`config.mk`:
```
export PLATFORM = sky130hd
export DESIGN_NAME = control_unit
export DESIGN_NICKNAME = d
export VERILOG_FILES = /design/src/hw/ctrl_pkg.sv /design/src/hw/isa_pkg.sv /design/src/hw/control_unit.sv /design/src/hw/ctrl_table.sv /design/src/hw/phase_counter.sv /design/src/hw/run_fsm.sv /design/src/hw/instr_decoder.sv
export SDC_FILE = /design/constraint.sdc
export NUM_CORES = 1
export LEC_CHECK = 0
export BUFFER_PORTS_ARGS = -buffer_cell sky130_fd_sc_hd__buf_4
export CAP_MARGIN = 20
export CORE_MARGIN = 5
export CORE_UTILIZATION = 30
export CTS_BUF_LIST = sky130_fd_sc_hd__clkbuf_8
export DETAILED_ROUTE_END_ITERATION = 10
export GPL_ROUTABILITY_DRIVEN = 1
export HOLD_SLACK_MARGIN = 0.05
export PLACE_DENSITY = 0.59
export SYNTH_ARGS = -nofsm -noshare
export SYNTH_HDL_FRONTEND = slang
export SYNTH_HIERARCHICAL = 1
export SYNTH_SLANG_ARGS = --single-unit
export TNS_END_PERCENT = 5
```
`constraint.sdc`:
```
create_clock -name clk -period 2.8 [get_ports clk]
set_clock_uncertainty 0.1 [all_clocks]
set_input_delay 0.56 -clock clk [delete_from_list [all_inputs] [get_ports clk]]
set_output_delay 0.56 -clock clk [all_outputs]
set_load 0.05 [all_outputs]
```
`src/hw/ctrl_pkg.sv`:
```
package ctrl_pkg;

	typedef enum logic [2:0] {
		PH_IDLE   = 3'd0,
		PH_FETCH  = 3'd1,
		PH_DECODE = 3'd2, // Decode and register read
		PH_EXEC   = 3'd3,
		PH_MEM    = 3'd4, // Memory access, IN and OUT
		PH_WB     = 3'd5  // Register write back
	} phase_t;

	typedef enum logic [1:0] {
		RS_IDLE     = 2'd0,
		RS_RUN      = 2'd1,
		RS_STOPPING = 2'd2 // Stop after this instruction
	} run_state_t;

	// Datapath enables and mux selects
	typedef struct packed {
		logic aluc_e;
		logic ar_e;
		logic br_e;
		logic dr_e;
		logic mdr_e;
		logic ir_e;
		logic reg_e;  // All non-general registers
		logic genr_w; // General register write
		logic pc_e;
		logic mem_e;
		logic mem_w;
		logic m2_s;
		logic m3_s;
		logic m4_s;
		logic m5_s;
		logic m6_s;
		logic m7_s;
		logic m8_s;
	} ctrl_word_t;

	localparam ctrl_word_t CTRL_IDLE = '0;

endpackage

```
`src/hw/isa_pkg.sv`:
```
package isa_pkg;

	localparam int INSTR_W = 16; // Instruction word width

	// Major opcode in the two top bits
	typedef enum logic [1:0] {
		OP_LD  = 2'd0,
		OP_ST  = 2'd1,
		OP_IMM = 2'd2, // LI and branches
		OP_ALU = 2'd3
	} op_t;

	typedef struct packed {
		op_t        op;
		logic [2:0] ra;
		logic [2:0] rb;     // Also the branch condition
		logic [3:0] alu_op;
		logic [3:0] d_low;  // Low nibble of displacement
	} instr_t;

	typedef struct packed {
		logic s; // Sign
		logic z; // Zero
		logic v; // Overflow
	} flags_t;

	// Decoded command, ALU group keeps the alu_op numbering
	typedef enum logic [4:0] {
		CMD_ADD = 5'd0,
		CMD_SUB = 5'd1,
		CMD_AND = 5'd2,
		CMD_OR  = 5'd3,
		CMD_XOR = 5'd4,
		CMD_CMP = 5'd5,
		CMD_MOV = 5'd6,
		CMD_SLL = 5'd8,
		CMD_SLR = 5'd9,
		CMD_SRL = 5'd10,
		CMD_SRA = 5'd11,
		CMD_IN  = 5'd12,
		CMD_OUT = 5'd13,
		CMD_HLT = 5'd15,
		CMD_LD  = 5'd16,
		CMD_ST  = 5'd17,
		CMD_LI  = 5'd18,
		CMD_B   = 5'd19,
		CMD_BE  = 5'd20,
		CMD_BLT = 5'd21,
		CMD_BLE = 5'd22,
		CMD_BNE = 5'd23,
		CMD_NOP = 5'd31 // Also an untaken branch
	} cmd_t;

	typedef logic [5:0] alu_sel_t; // To the ALU control block

endpackage
```
`src/hw/control_unit.sv`:
```
`timescale 1ns/1ps

module control_unit
	import isa_pkg::*;
	import ctrl_pkg::*;
(
	input  logic       clk,
	input  logic       rst,
	input  logic       exec,
	input  instr_t     instruction,
	input  flags_t     flags,
	output ctrl_word_t ctrl,
	output alu_sel_t   alu_instruction,
	output logic       running
);

	logic   run;
	logic   instr_end;
	phase_t phase;
	cmd_t   cmd;

	assign running = run;

	instr_decoder instr_decoder_inst (
		.clk             (clk),
		.rst             (rst),
		.instruction     (instruction),
		.flags           (flags),
		.phase           (phase),
		.cmd             (cmd),
		.alu_instruction (alu_instruction)
	);

	run_fsm run_fsm_inst (
		.clk       (clk),
		.rst       (rst),
		.exec      (exec),
		.instr_end (instr_end),
		.cmd       (cmd),
		.run       (run)
	);

	phase_counter phase_counter_inst (
		.clk       (clk),
		.rst       (rst),
		.run       (run),
		.phase     (phase),
		.instr_end (instr_end)
	);

	ctrl_table ctrl_table_inst (
		.clk   (clk),
		.rst   (rst),
		.phase (phase),
		.cmd   (cmd),
		.ctrl  (ctrl)
	);

endmodule

```
`src/hw/ctrl_table.sv`:
```
`timescale 1ns/1ps

module ctrl_table
	import isa_pkg::*;
	import ctrl_pkg::*;
(
	input  logic       clk,
	input  logic       rst,
	input  phase_t     phase,
	input  cmd_t       cmd,
	output ctrl_word_t ctrl
);

	logic       is_alu;   // ADD to XOR, CMP, MOV
	logic       is_shift;
	logic       is_br;    // Taken branches only
	ctrl_word_t row;

	assign is_alu   = (cmd <= CMD_MOV);
	assign is_shift = (cmd == CMD_SLL) || (cmd == CMD_SLR) ||
		(cmd == CMD_SRL) || (cmd == CMD_SRA);
	assign is_br    = (cmd == CMD_B) || (cmd == CMD_BE) || (cmd == CMD_BLT) ||
		(cmd == CMD_BLE) || (cmd == CMD_BNE);

	always_comb begin
		row = CTRL_IDLE;
		case (phase)
			PH_FETCH: begin
				row.reg_e = 1'b1;
				row.pc_e  = 1'b1; // PC increment
				row.mem_e = 1'b1; // Instruction read
			end
			PH_DECODE: begin
				if (is_alu || cmd == CMD_HLT) begin
					row.ir_e  = 1'b1;
					row.reg_e = 1'b1;
				end else if (is_shift || cmd == CMD_LD || cmd == CMD_ST) begin
					row.ir_e  = 1'b1;
					row.reg_e = 1'b1;
					row.m2_s  = 1'b1; // Displacement from IR
				end else if (cmd == CMD_LI) begin
					row.ir_e  = 1'b1;
					row.reg_e = 1'b1;
					row.m2_s  = 1'b1;
					row.m8_s  = 1'b1;
				end else if (is_br) begin
					row.ir_e  = 1'b1;
					row.reg_e = 1'b1;
					row.m2_s  = 1'b1;
					row.m3_s  = 1'b1; // PC+1 as ALU operand
				end else if (cmd == CMD_OUT) begin
					row.ar_e  = 1'b1; // Ra into AR
					row.reg_e = 1'b1;
				end
			end
			PH_EXEC: begin
				if (is_alu) begin
					row.aluc_e = 1'b1;
					row.ar_e   = 1'b1;
					row.br_e   = (cmd != CMD_MOV); // MOV needs only Ra
					row.reg_e  = 1'b1;
				end else if (is_shift || cmd == CMD_LD || cmd == CMD_ST) begin
					row.aluc_e = 1'b1;
					row.br_e   = 1'b1;
					row.reg_e  = 1'b1;
					row.m2_s   = 1'b1;
				end else if (cmd == CMD_LI) begin
					row.m8_s = 1'b1;
				end else if (is_br) begin
					row.aluc_e = 1'b1; // Branch target
					row.reg_e  = 1'b1;
					row.m2_s   = 1'b1;
					row.m3_s   = 1'b1;
				end
			end
			PH_MEM: begin
				case (cmd)
					CMD_IN: row.reg_e = 1'b1;
					CMD_OUT: begin
						row.ar_e  = 1'b1; // Ra straight to the output port
						row.reg_e = 1'b1;
					end
					CMD_LD: begin
						row.dr_e  = 1'b1;
						row.mdr_e = 1'b1;
						row.ir_e  = 1'b1;
						row.reg_e = 1'b1;
						row.mem_e = 1'b1;
						row.m6_s  = 1'b1; // DR as address
						row.m7_s  = 1'b1;
					end
					CMD_ST: begin
						row.ar_e  = 1'b1; // Store data
						row.dr_e  = 1'b1;
						row.ir_e  = 1'b1;
						row.reg_e = 1'b1;
						row.mem_e = 1'b1;
						row.mem_w = 1'b1;
						row.m6_s  = 1'b1;
					end
					default: row = CTRL_IDLE;
				endcase
			end
			PH_WB: begin
				if ((is_alu && cmd != CMD_CMP) || is_shift) begin
					row.dr_e   = 1'b1;
					row.reg_e  = 1'b1;
					row.genr_w = 1'b1;
					row.m5_s   = 1'b1; // Write address is Rd
				end else if (cmd == CMD_IN) begin
					row.genr_w = 1'b1;
					row.m4_s   = 1'b1; // External input as write data
					row.m5_s   = 1'b1;
				end else if (cmd == CMD_LD) begin
					row.dr_e   = 1'b1;
					row.reg_e  = 1'b1;
					row.genr_w = 1'b1;
					row.mem_e  = 1'b1;
					row.m4_s   = 1'b1;
					row.m6_s   = 1'b1;
					row.m7_s   = 1'b1;
				end else if (cmd == CMD_ST) begin
					row.ar_e  = 1'b1;
					row.dr_e  = 1'b1;
					row.reg_e = 1'b1;
					row.mem_w = 1'b1;
					row.m6_s  = 1'b1;
				end else if (cmd == CMD_LI) begin
					row.genr_w = 1'b1;
					row.m5_s   = 1'b1; // Rb is the target
					row.m8_s   = 1'b1;
				end else if (is_br) begin
					row.dr_e = 1'b1; // New PC from DR
				end
			end
			default: row = CTRL_IDLE;
		endcase
	end

	always_ff @(posedge clk) begin
		if (rst) begin
			ctrl <= CTRL_IDLE;
		end else begin
			ctrl <= row;
		end
	end

endmodule

```
`src/hw/phase_counter.sv`:
```
`timescale 1ns/1ps

module phase_counter
	import ctrl_pkg::*;
(
	input  logic   clk,
	input  logic   rst,
	input  logic   run,
	output phase_t phase,
	output logic   instr_end
);

	always_ff @(posedge clk) begin
		if (rst) begin
			phase <= PH_IDLE;
		end else begin
			case (phase)
				PH_IDLE:   if (run) phase <= PH_FETCH; // Wait for start
				PH_FETCH:  phase <= PH_DECODE;
				PH_DECODE: phase <= PH_EXEC;
				PH_EXEC:   phase <= PH_MEM;
				PH_MEM:    phase <= PH_WB;
				PH_WB:     phase <= PH_IDLE; // Always one idle cycle between instructions
				default:   phase <= PH_IDLE;
			endcase
		end
	end

	assign instr_end = (phase == PH_WB);

endmodule

```
`src/hw/run_fsm.sv`:
```
`timescale 1ns/1ps

module run_fsm
	import isa_pkg::*;
	import ctrl_pkg::*;
(
	input  logic clk,
	input  logic rst,
	input  logic exec,      // Level, start or stop request
	input  logic instr_end, // Write back phase
	input  cmd_t cmd,
	output logic run
);

	run_state_t state;

	always_ff @(posedge clk) begin
		if (rst) begin
			state <= RS_IDLE;
		end else begin
			case (state)
				RS_IDLE: begin
					if (exec) state <= RS_RUN;
				end
				RS_RUN: begin
					// Exec in the last phase also stops after this instruction
					if (instr_end) begin
						state <= (exec || cmd == CMD_HLT) ? RS_IDLE : RS_RUN;
					end else if (exec) begin
						state <= RS_STOPPING;
					end
				end
				RS_STOPPING: begin
					if (instr_end) state <= RS_IDLE;
				end
				default: state <= RS_IDLE;
			endcase
		end
	end

	assign run = (state != RS_IDLE);

endmodule

```
`src/hw/instr_decoder.sv`:
```
`timescale 1ns/1ps

module instr_decoder
	import isa_pkg::*;
	import ctrl_pkg::*;
(
	input  logic     clk,
	input  logic     rst,
	input  instr_t   instruction,
	input  flags_t   flags,
	input  phase_t   phase,
	output cmd_t     cmd,
	output alu_sel_t alu_instruction
);

	logic sv_lt;      // Signed less than
	cmd_t branch_cmd;
	cmd_t next_cmd;

	assign sv_lt = flags.s ^ flags.v;

	// Conditional branches, a false condition decodes to NOP
	always_comb begin
		branch_cmd = CMD_NOP;
		case (instruction.rb)
			3'd0: if (flags.z) branch_cmd = CMD_BE;
			3'd1: if (sv_lt) branch_cmd = CMD_BLT;
			3'd2: if (flags.z || sv_lt) branch_cmd = CMD_BLE;
			3'd3: if (!flags.z) branch_cmd = CMD_BNE;
			default: branch_cmd = CMD_NOP;
		endcase
	end

	always_comb begin
		next_cmd = CMD_NOP;
		case (instruction.op)
			OP_LD: next_cmd = CMD_LD;
			OP_ST: next_cmd = CMD_ST;
			OP_IMM: begin
				case (instruction.ra)
					3'd0: next_cmd = CMD_LI;
					3'd4: next_cmd = CMD_B;
					3'd7: next_cmd = branch_cmd;
					default: next_cmd = CMD_NOP;
				endcase
			end
			OP_ALU: begin
				// Codes 7 and 14 are unassigned
				if (instruction.alu_op == 4'd7 || instruction.alu_op == 4'd14) begin
					next_cmd = CMD_NOP;
				end else begin
					next_cmd = cmd_t'({1'b0, instruction.alu_op});
				end
			end
			default: next_cmd = CMD_NOP;
		endcase
	end

	// Command is taken at the end of fetch and held until the next one
	always_ff @(posedge clk) begin
		if (rst) begin
			cmd <= CMD_NOP;
		end else if (phase == PH_FETCH) begin
			cmd <= next_cmd;
		end
	end

	assign alu_instruction = (instruction.op == OP_ALU) ?
		{instruction.op, instruction.alu_op} :
		{instruction.op, instruction.ra, instruction.rb[2]};

endmodule

```
Word-level counts from Yosys, hierarchy flattened
Index checks and enable logic that the tools add are counted.
{"block": "totals", "reg_bits": 28, "elab_cells": 175}
{"block": "op_classes", "order_cmp": 1, "n_eq_ne": 38, "n_mux": 83, "reduce_logical": 28, "bitwise": 4}
{"op": "2-to-1 mux 1 bit", "n": 44}
{"op": "== test 5 bit, second input constant", "n": 8}
{"op": "case mux 5 bit (4 select lines)", "n": 2}
{"op": "== test 5 x 4 -> 1 bit, second input constant", "n": 7}
{"op": "2-to-1 mux 2 bit", "n": 16}
{"op": "2-to-1 mux 4 bit", "n": 5}
{"op": "case mux 3 bit (5 select lines)", "n": 1}
{"op": "case mux 5 bit (3 select lines)", "n": 1}
{"op": "logical OR 1 bit", "n": 14}
{"op": "== test 3 x 2 -> 1 bit, second input constant", "n": 4}
{"op": "== test 3 bit, second input constant", "n": 4}
{"op": "!= test 5 x 3 -> 1 bit, second input constant", "n": 2}
{"op": "OR reduction 2 bit", "n": 5}
{"op": "logical NOT 3 bit", "n": 3}
{"op": "2-to-1 mux 3 bit", "n": 3}
{"op": "case mux 4 bit (2 select lines)", "n": 1}
{"op": "== test 2 bit, second input constant", "n": 3}
{"op": "== test 3 x 1 -> 1 bit, second input constant", "n": 2}
{"op": "!= test 2 bit, second input constant", "n": 3}
{"op": "case mux 1 bit (2 select lines)", "n": 3}
{"op": "case mux 1 bit (3 select lines)", "n": 2}
{"op": "case mux 2 bit (3 select lines)", "n": 1}
{"op": "less-or-equal comparator 5 x 3 -> 1 bit, second input constant", "n": 1}
{"op": "2-to-1 mux 5 bit", "n": 1}
{"op": "14 further kinds", "n": 18}

Logic depth before layout (Yosys ltp)
Gate-level depths: netlist (run 1).
{"block": "depth", "ltp_word": 12, "ltp_mapped": 7, "ltp_nobuf": 5}

By module
The synthesis (run 1) kept the hierarchy.
{"mod": "ctrl_table", "seq_area_each_um2": 360.3, "area_each_um2": 897.1, "cells_each": 105, "n_inst": 1}
{"mod": "instr_decoder", "seq_area_each_um2": 100.1, "area_each_um2": 431.7, "cells_each": 54, "n_inst": 1}
{"mod": "phase_counter", "seq_area_each_um2": 60.1, "area_each_um2": 120.1, "cells_each": 11, "n_inst": 1}
{"mod": "run_fsm", "seq_area_each_um2": 40.0, "area_each_um2": 101.3, "cells_each": 11, "n_inst": 1}

Worst setup path after synthesis (run 1)
No wires, ideal clock.
{"block": "synth_timing", "path_type": "input-to-output", "start": "input instruction[15] (netlist name)", "end": "output alu_instruction[0]", "slack_ns": 0.340, "arrival_ns": 1.800, "required_ns": 2.140, "stages": 2, "n_path_buf": 0, "cell_sequence": "nand2_1 -> o21ai_0"}
{"block": "synth_between", "elab_chain_len": 2}
{"element": "start, declared", "line_no": "control_unit.sv:10", "source": "input instr_t instruction,"}
{"element": "== test 2 bit", "line_no": "instr_decoder.sv:68", "source": "assign alu_instruction = (instruction.op == OP_ALU) ?"}
{"element": "2-to-1 mux 4 bit", "line_no": "instr_decoder.sv:68"}
{"element": "end, declared", "line_no": "control_unit.sv:13", "source": "output alu_sel_t alu_instruction,"}
Every way passes these cells.

Worst setup path in the final report (run 1)
{"block": "layout_timing", "start": "input instruction[15] (netlist name)", "end": "output alu_instruction[3]"}
Same word-level chain as after synthesis.

==> results by group, run 1 <==
CTS
  • Total clock buffers created by CTS: 3
  • Post-CTS Setup Bufs: 0
  • Hold-fix buffers at CTS: 0
  • Count of H-tree levels built during CTS: 1
  • Cts repair resizes: 0
  • Clock tree from TritonCTS: built
  • Clock insertion delay at the later pin of the skew report: 0.27 ns
  • Reg clk slew, reported paths: about 0.090 ns
  • Clk sink count: 28
  • Root buffer cell: sky130_fd_sc_hd__clkbuf_8
  • Buffer depth of the longest clock path: 2

Synthesis
  • Total nets after synthesis: 205
  • Proportion of synthesized chip area in sequential cells: 36.2%
  • Post-synthesis cell type count: 54
  • Mean area per synthesized cell: 8.56 sq um
  • Flip-flop and latch count after synthesis: 28
  • Primary flip-flop cell chosen by synthesis mapping: sky130_fd_sc_hd__dfxtp_1
  • Count of flip-flops with a built-in enable after synthesis: 0
  • Proportion of synthesized flip-flops having asynchronous set or reset: 0%
  • Netlist Area Pre-Place: 1550 sq um
  • Post-synthesis instance total: around 180
  • Yosys synthesis warning count: 6

GRT
  • Largest net degree at the start of global routing: 19
  • Antenna violations before repair: 0
  • Total gr overflow: 0
  • Vias in the first global route: 1,353
  • Wire length of the first global-routing pass: 6010 um
  • Tot GR Track Use: between 10% and 20%

Timing
  • Worst slack on hold paths: 0.468 ns
  • Final critical-path setup slack: 0.697 ns
  • Final max-slew violation count: 0
  • Relative slew slack: 57.3%
  • Final period demand of the worst path: between 2 and 2.5 ns
  • Final count of negative-setup-slack endpoints: 0
  • Post-Route Setup TNS: 0 ns
  • Max Clock Freq: about 480 MHz
  • Hold Vio Cnt, Final: 0
  • Final clock period utilization by the worst path: 75.1%
  • Transition time at the pin with the least slew margin: 0.639 ns
  • Unrepaired setup endpoints after global routing: no

Detailed routing
  • Count of routing violations after the opening detailed-route iteration: 92
  • DR vias/cell: approximately 5.0
  • Residual DRC: 0
  • WL per Instance: 12.3 um
  • Via count: around 1,400
  • Routed Antenna Nets: 0
  • Total Wirelength: 3530 um
  • DR pass1 iterations: 4

Setup path
  • Start point of the critical path: instruction[15]
  • Ordered list of cells on the worst path: buf_4 -> nand2_1 -> mux2_2 -> buf_4
  • Crit. End Element: output port
  • Library cell contributing the largest single delay on the critical path: sky130_fd_sc_hd__mux2_2
  • Endpoint arrival time on the critical path: 1.44 ns
  • Kind of cell with the highest combined delay on the critical path: multiplexers
  • Bufs and invs on worst path: 2
  • Startpoint of the worst-slack reg-to-reg timing path: instr_decoder_inst/cmd[1]
  • Crit Path Max Fanout: 7
  • Cell count of the worst reg-to-reg path: 5
  • Critical path required time: approximately 2.1 ns
  • Element type at the critical path start: input port
  • Reg-to-reg critical path endpoint: ctrl_table_inst/ctrl[11]
  • Register-to-Register Setup Slack: 0.86 ns
  • Type of the worst setup path: input port to output port
  • Most prevalent standard cell on the critical path: sky130_fd_sc_hd__buf_4
  • Largest stage delay, worst path: about 0.36 ns

Place
  • Setup slack at placement: roughly 0.7 ns
  • Number of I/O port buffers: 42
  • Number of placed instances with taps included: ~280
  • HPWL after detailed placement: 2650 um
  • GP Congestion: approximately 0.79

Die
  • Total die area: 6710 sq um
  • Die extent in x: 81.9 um
  • Row Count: 26
  • Die Y: 81.9 um
  • Initial cell density of the core: 30.5%
  • I/O pin total: 47
  • Placeable Area: 5070 sq um

Finish
  • Layout overhead on the synthesized area: 26.5%
  • Filler cell count in the final layout: between 500 and 600
  • Fraction of final layout cells sized beyond drive strength 1: approximately 28%
  • Antenna fix cells: 0
  • Final core utilization: 38.6%
  • Final net count: 243
  • Post-layout instance count excluding filler cells: ~290

Worst hold path
  • Worst min path class: register to register
  • Start point of the worst hold path: run_fsm_inst/state[0]
  • Number of cells on the worst hold path: 2
  • Endpoint of the worst hold path: run_fsm_inst/state[0]

Pwr
  • Power density over the cells: 542 nW/um^2
  • Peak supply drop: 0.000186 V
  • Static Leak: 0.789 nW

Outcome
  • Outcome: completed

Job
  • Max-cap viol count: 0
worst max-delay path by stage:
stage | to | slack, ns | cells after the start
after floorplan | alu_instruction[0] | 0.34 | 2
after global placement | alu_instruction[3] | 0.70 | 4
after detailed placement | alu_instruction[3] | 0.70 | 4
after CTS | alu_instruction[3] | 0.69 | 4
after global routing | alu_instruction[2] | 0.65 | 4
final | alu_instruction[3] | 0.70 | 4
placed cells by master, fill, tap and decap left out, drive strengths merged, types with 3 or more instances in the layout:
cell type / n
buf: 43
nand2b: 3
a21oi: 13
and3: 4
nand4: 3
o21ai: 13
nand2: 9
a21o: 5
nor4b: 3
nor2: 19
dfxtp: 28
clkbuf: 3
nor3: 13
o21a: 3
nand3: 4
inv: 5
nor4: 4
mux2: 4
tightest hold or removal path, delay by kind of cell (launching register included):
kind	cells	cell delay (ns)
AO/OA/AOI/OAI	1	0.14
flip-flops	1	0.34
AND/OR/NAND/NOR	1	0.06
logic make-up after synthesis:
| group | count (synthesis) | share of synthesized area (%) |
|---|---|---|
| AND/OR/NAND/NOR | 77 | 29.5 |
| AO/OA/AOI/OAI | 51 | 21.7 |
| adder cells (fa/ha/maj) | 2 | 1.61 |
| XOR/XNOR | 3 | 1.70 |
| multiplexers | 5 | 3.55 |
| buffers and inverters | 15 | 5.81 |
| flip-flops | 28 | 36.2 |
report_power, final:
group / internal, mW / switching (mW) / total [mW]
Sequential: 0.423 / 0.0726 / 0.495
Combinational: 0.110 / 0.146 / 0.256
Clock: 0.191 / 0.121 / 0.312
Total: 0.724 / 0.339 / 1.06
through the flow:
stage               area, sq um  total power, mW
floorplan                  1550            0.690
finish                     1960             1.06
CTS                        1960             1.08
global route               1960             1.13
global placement           1890            0.760
detailed placement         1890            0.761
state kept, by name (all words and copies together) (netlist names):
register / cells
phase_counter_inst/phase: 3
instr_decoder_inst/cmd: 5
run_fsm_inst/state: 2
ctrl_table_inst/ctrl: 18
cell usage after synthesis (all sizes together) (3+ instances only):
library cell | count | area [sq um]
nand4 | 3 | 18.8
mux2 | 4 | 45.0
o21ai | 13 | 65.1
buf | 10 | 71.3
nor3 | 13 | 70.1
inv | 5 | 18.8
nand2 | 9 | 33.8
nor2 | 19 | 78.8
nand2b | 3 | 26.3
nor4 | 4 | 25.0
and3 | 4 | 25.0
nand3 | 4 | 20.0
a21o | 5 | 37.5
nor4b | 3 | 41.3
o21a | 3 | 22.5
dfxtp | 28 | 561
a21oi | 13 | 65.1
layout make-up:
class,count,area [sq um],share of cell area (%)
Clock buffer,3,41.3,2.11
Clock inverter,1,30.0,1.53
Inverter,5,18.8,0.957
Multi-Input combinational cell,138,900,45.9
Sequential cell,28,561,28.6
Tap cell,70,87.6,4.47
Timing Repair Buffer,43,323,16.5
layer usage:
metal	track usage, %	routed length [um]
met4	3.99	36
met2	18.7	1620
met5	0	0
met1	14.3	1640
met3	2.30	235
Note: power is estimated with default switching activity, not from simulation.
==> inputs of run 2 (changes only) <==
--- a/config.mk
+++ b/config.mk
@@ -13,7 +13,7 @@
 export DETAILED_ROUTE_END_ITERATION = 10
 export GPL_ROUTABILITY_DRIVEN = 1
 export HOLD_SLACK_MARGIN = 0.05
-export PLACE_DENSITY = 0.59
+export PLACE_DENSITY = 0.61
 export SYNTH_ARGS = -nofsm -noshare
 export SYNTH_HDL_FRONTEND = slang
 export SYNTH_HIERARCHICAL = 1
==> constraint.sdc (replaced) <==
create_clock -name clk -period 1.8 [get_ports clk]
set_clock_uncertainty 0.1 [all_clocks]
set_input_delay 0.36 -clock clk [delete_from_list [all_inputs] [get_ports clk]]
set_output_delay 0.36 -clock clk [all_outputs]
set_load 0.05 [all_outputs]
==> run 2 against run 1 <==
Compared with the run above:
- final area grew 5.4%
- largest power group unchanged
- worst hold slack lost 0.19 ns
- critical path depth is the same
- critical path type unchanged
- clock power grew 54%
- sequential share of layout area shrank 1.5 points
- non-clock buffer count grew 14
- global-route usage grew 0.46 points
- setup slack lost 0.56 ns
- core utilization grew 2.1 points
- power grew 62%
==> results by group, run 2 (synthesis results as in run 1) <==
Timing
  • Post-Route Setup TNS: 0 ns
  • Unrepaired setup endpoints after global routing: no
  • Final clock period utilization by the worst path: 92.1%
  • Hold Vio Cnt, Final: 0
  • Relative slew slack: 72.4%
  • Final period demand of the worst path: ~1.7 ns
  • Final count of negative-setup-slack endpoints: 0
  • Transition time at the pin with the least slew margin: approximately 0.4 ns
  • Worst slack on hold paths: 0.282 ns
  • Max Clock Freq: 603 MHz
  • Final max-slew violation count: 0

Finish
  • Largest register FFs: 18
  • Area of all sequential standard cells: 561 sq um
  • Filler cell count in the final layout: 541
  • Antenna fix cells: 0
  • Multi-input logic area: 900 sq um
  • Post-layout instance count excluding filler cells: 302
  • Fraction of final layout cells sized beyond drive strength 1: 32.3%
  • Final core utilization: around two fifths
  • Top flop regs: ctrl_table_inst/ctrl x18, instr_decoder_inst/cmd x5, phase_counter_inst/phase x3
  • Most flops, register: ctrl_table_inst/ctrl
  • Layout overhead on the synthesized area: 33.3%
  • Most common cell after layout, fill and taps aside: sky130_fd_sc_hd__buf_4
  • Final net count: 257
  • Commonest cells after routing, fill and taps aside: sky130_fd_sc_hd__buf_4, sky130_fd_sc_hd__dfxtp_1, sky130_fd_sc_hd__nor2_1

Pwr
  • Power density over the cells: 832 nW/um^2
  • Static Leak: 0.854 nW
  • Final Power: 1.72 mW
  • Peak supply drop: ~0.00043 V

Setup path
  • Crit. End Element: output port
  • Library cell contributing the largest single delay on the critical path: sky130_fd_sc_hd__mux2_2
  • Largest stage delay, worst path: about 0.35 ns
  • Element type at the critical path start: input port
  • Critical path required time: about 1.3 ns
  • Endpoint arrival time on the critical path: 1.20 ns
  • Register-to-Register Setup Slack: 0.18 ns
  • Ordered list of cells on the worst path: buf_4 -> nand2_1 -> mux2_2 -> buf_4
  • Most prevalent standard cell on the critical path: sky130_fd_sc_hd__buf_4
  • Cell count of the worst reg-to-reg path: 4
  • Startpoint of the worst-slack reg-to-reg timing path: instr_decoder_inst/cmd[4]
  • Type of the worst setup path: input port to output port
  • Reg-to-reg critical path endpoint: ctrl_table_inst/ctrl[7]
  • Crit Path Max Fanout: 7

GRT
  • Wire length of the first global-routing pass: 6190 um
  • Vias in the first global route: 1,389
  • Antenna violations before repair: 0
  • Largest net degree at the start of global routing: 18
  • Total gr overflow: 0
  • Tot GR Track Use: 11.7%

Die
  • Placeable Area: 5070 sq um
  • Row Count: 26
  • Initial cell density of the core: 30.5%
  • Total die area: 6710 sq um
  • Die extent in x: about 82 um
  • Die Y: 81.9 um
  • I/O pin total: between 40 and 50

Detailed routing
  • Via count: 1,468
  • Count of routing violations after the opening detailed-route iteration: 125
  • Routed Antenna Nets: 0
  • DR pass1 iterations: 4
  • WL per Instance: 12.2 um
  • Total Wirelength: 3680 um
  • DR vias/cell: 4.86
  • Residual DRC: 0

CTS
  • Count of H-tree levels built during CTS: 1
  • Clock tree from TritonCTS: built
  • Clock insertion delay at the later pin of the skew report: 0.27 ns
  • Cts repair resizes: 0
  • Post-CTS Setup Bufs: 0
  • Hold-fix buffers at CTS: 0
  • Root buffer cell: sky130_fd_sc_hd__clkbuf_8
  • Buffer depth of the longest clock path: 2
  • Total clock buffers created by CTS: 3
  • Reg clk slew, reported paths: 0.09 ns
  • Clk sink count: 28

Place
  • Number of I/O port buffers: 42
  • HPWL after detailed placement: 2860 um
  • GP Congestion: 0.753
  • Number of placed instances with taps included: 298

Worst hold path
  • Endpoint of the worst hold path: run_fsm_inst/state[0]
  • Worst min path class: input port to register
  • Number of cells on the worst hold path: 3
  • Start point of the worst hold path: exec

Outcome
  • Outcome: completed

Job
  • Max-cap viol count: 0
[run 2: worst max path at each step]
stage                                    startpoint                        to  slack, ns  depth (start not counted)
after floorplan                     instruction[15]        alu_instruction[0]       0.12                          2
after global placement              instruction[15]        alu_instruction[3]       0.15                          4
after detailed placement            instruction[15]        alu_instruction[2]       0.15                          4
after CTS                           instruction[15]        alu_instruction[2]       0.14                          4
after global routing      instr_decoder_inst/cmd[2]  ctrl_table_inst/ctrl[11]       0.03                          5
final                               instruction[15]        alu_instruction[3]       0.14                          4
[run 2: critical path, delay by kind of cell]
kind	cells	cell delay, ns
simple gates	1	0.16
mux	1	0.35
buf+inv	2	0.33
[run 2: per-stage QoR]
stage | cell area (sq um) | setup slack (ns)
after global placement | 1990 | 0.147
after global routing | 2070 | 0.0263
after CTS | 2070 | 0.145
after detailed placement | 1990 | 0.149
after floorplan | 1550 | 0.119
final | 2070 | 0.142
[run 2: final cells by class]
class	instances	area share, %
Inverter	5	0.909
Clock inverter	1	1.45
Clock buffer	3	2.00
Timing Repair Buffer	57	20.7
Multi-Input combinational cell	138	43.5
Tap cell	70	4.24
Sequential cell	28	27.1
[run 2: per-layer routing]
layer | vias up | GRT usage, % | wire (um)
li1 | 770 | - | -
met1 | 657 | 14.1 | 1710
met2 | 39 | 20.8 | 1770
met3 | 2 | 3.18 | 190
met4 | 0 | 1.99 | 15
met5 | - | 0 | 0
[run 2: power by group]
part           leakage, nW  total (mW)  switching (mW)  internal [mW]
clock network       0.0357       0.482           0.184          0.297
logic                0.591       0.527           0.304          0.222
registers            0.227       0.710          0.0517          0.658
total                0.854        1.72           0.540           1.18
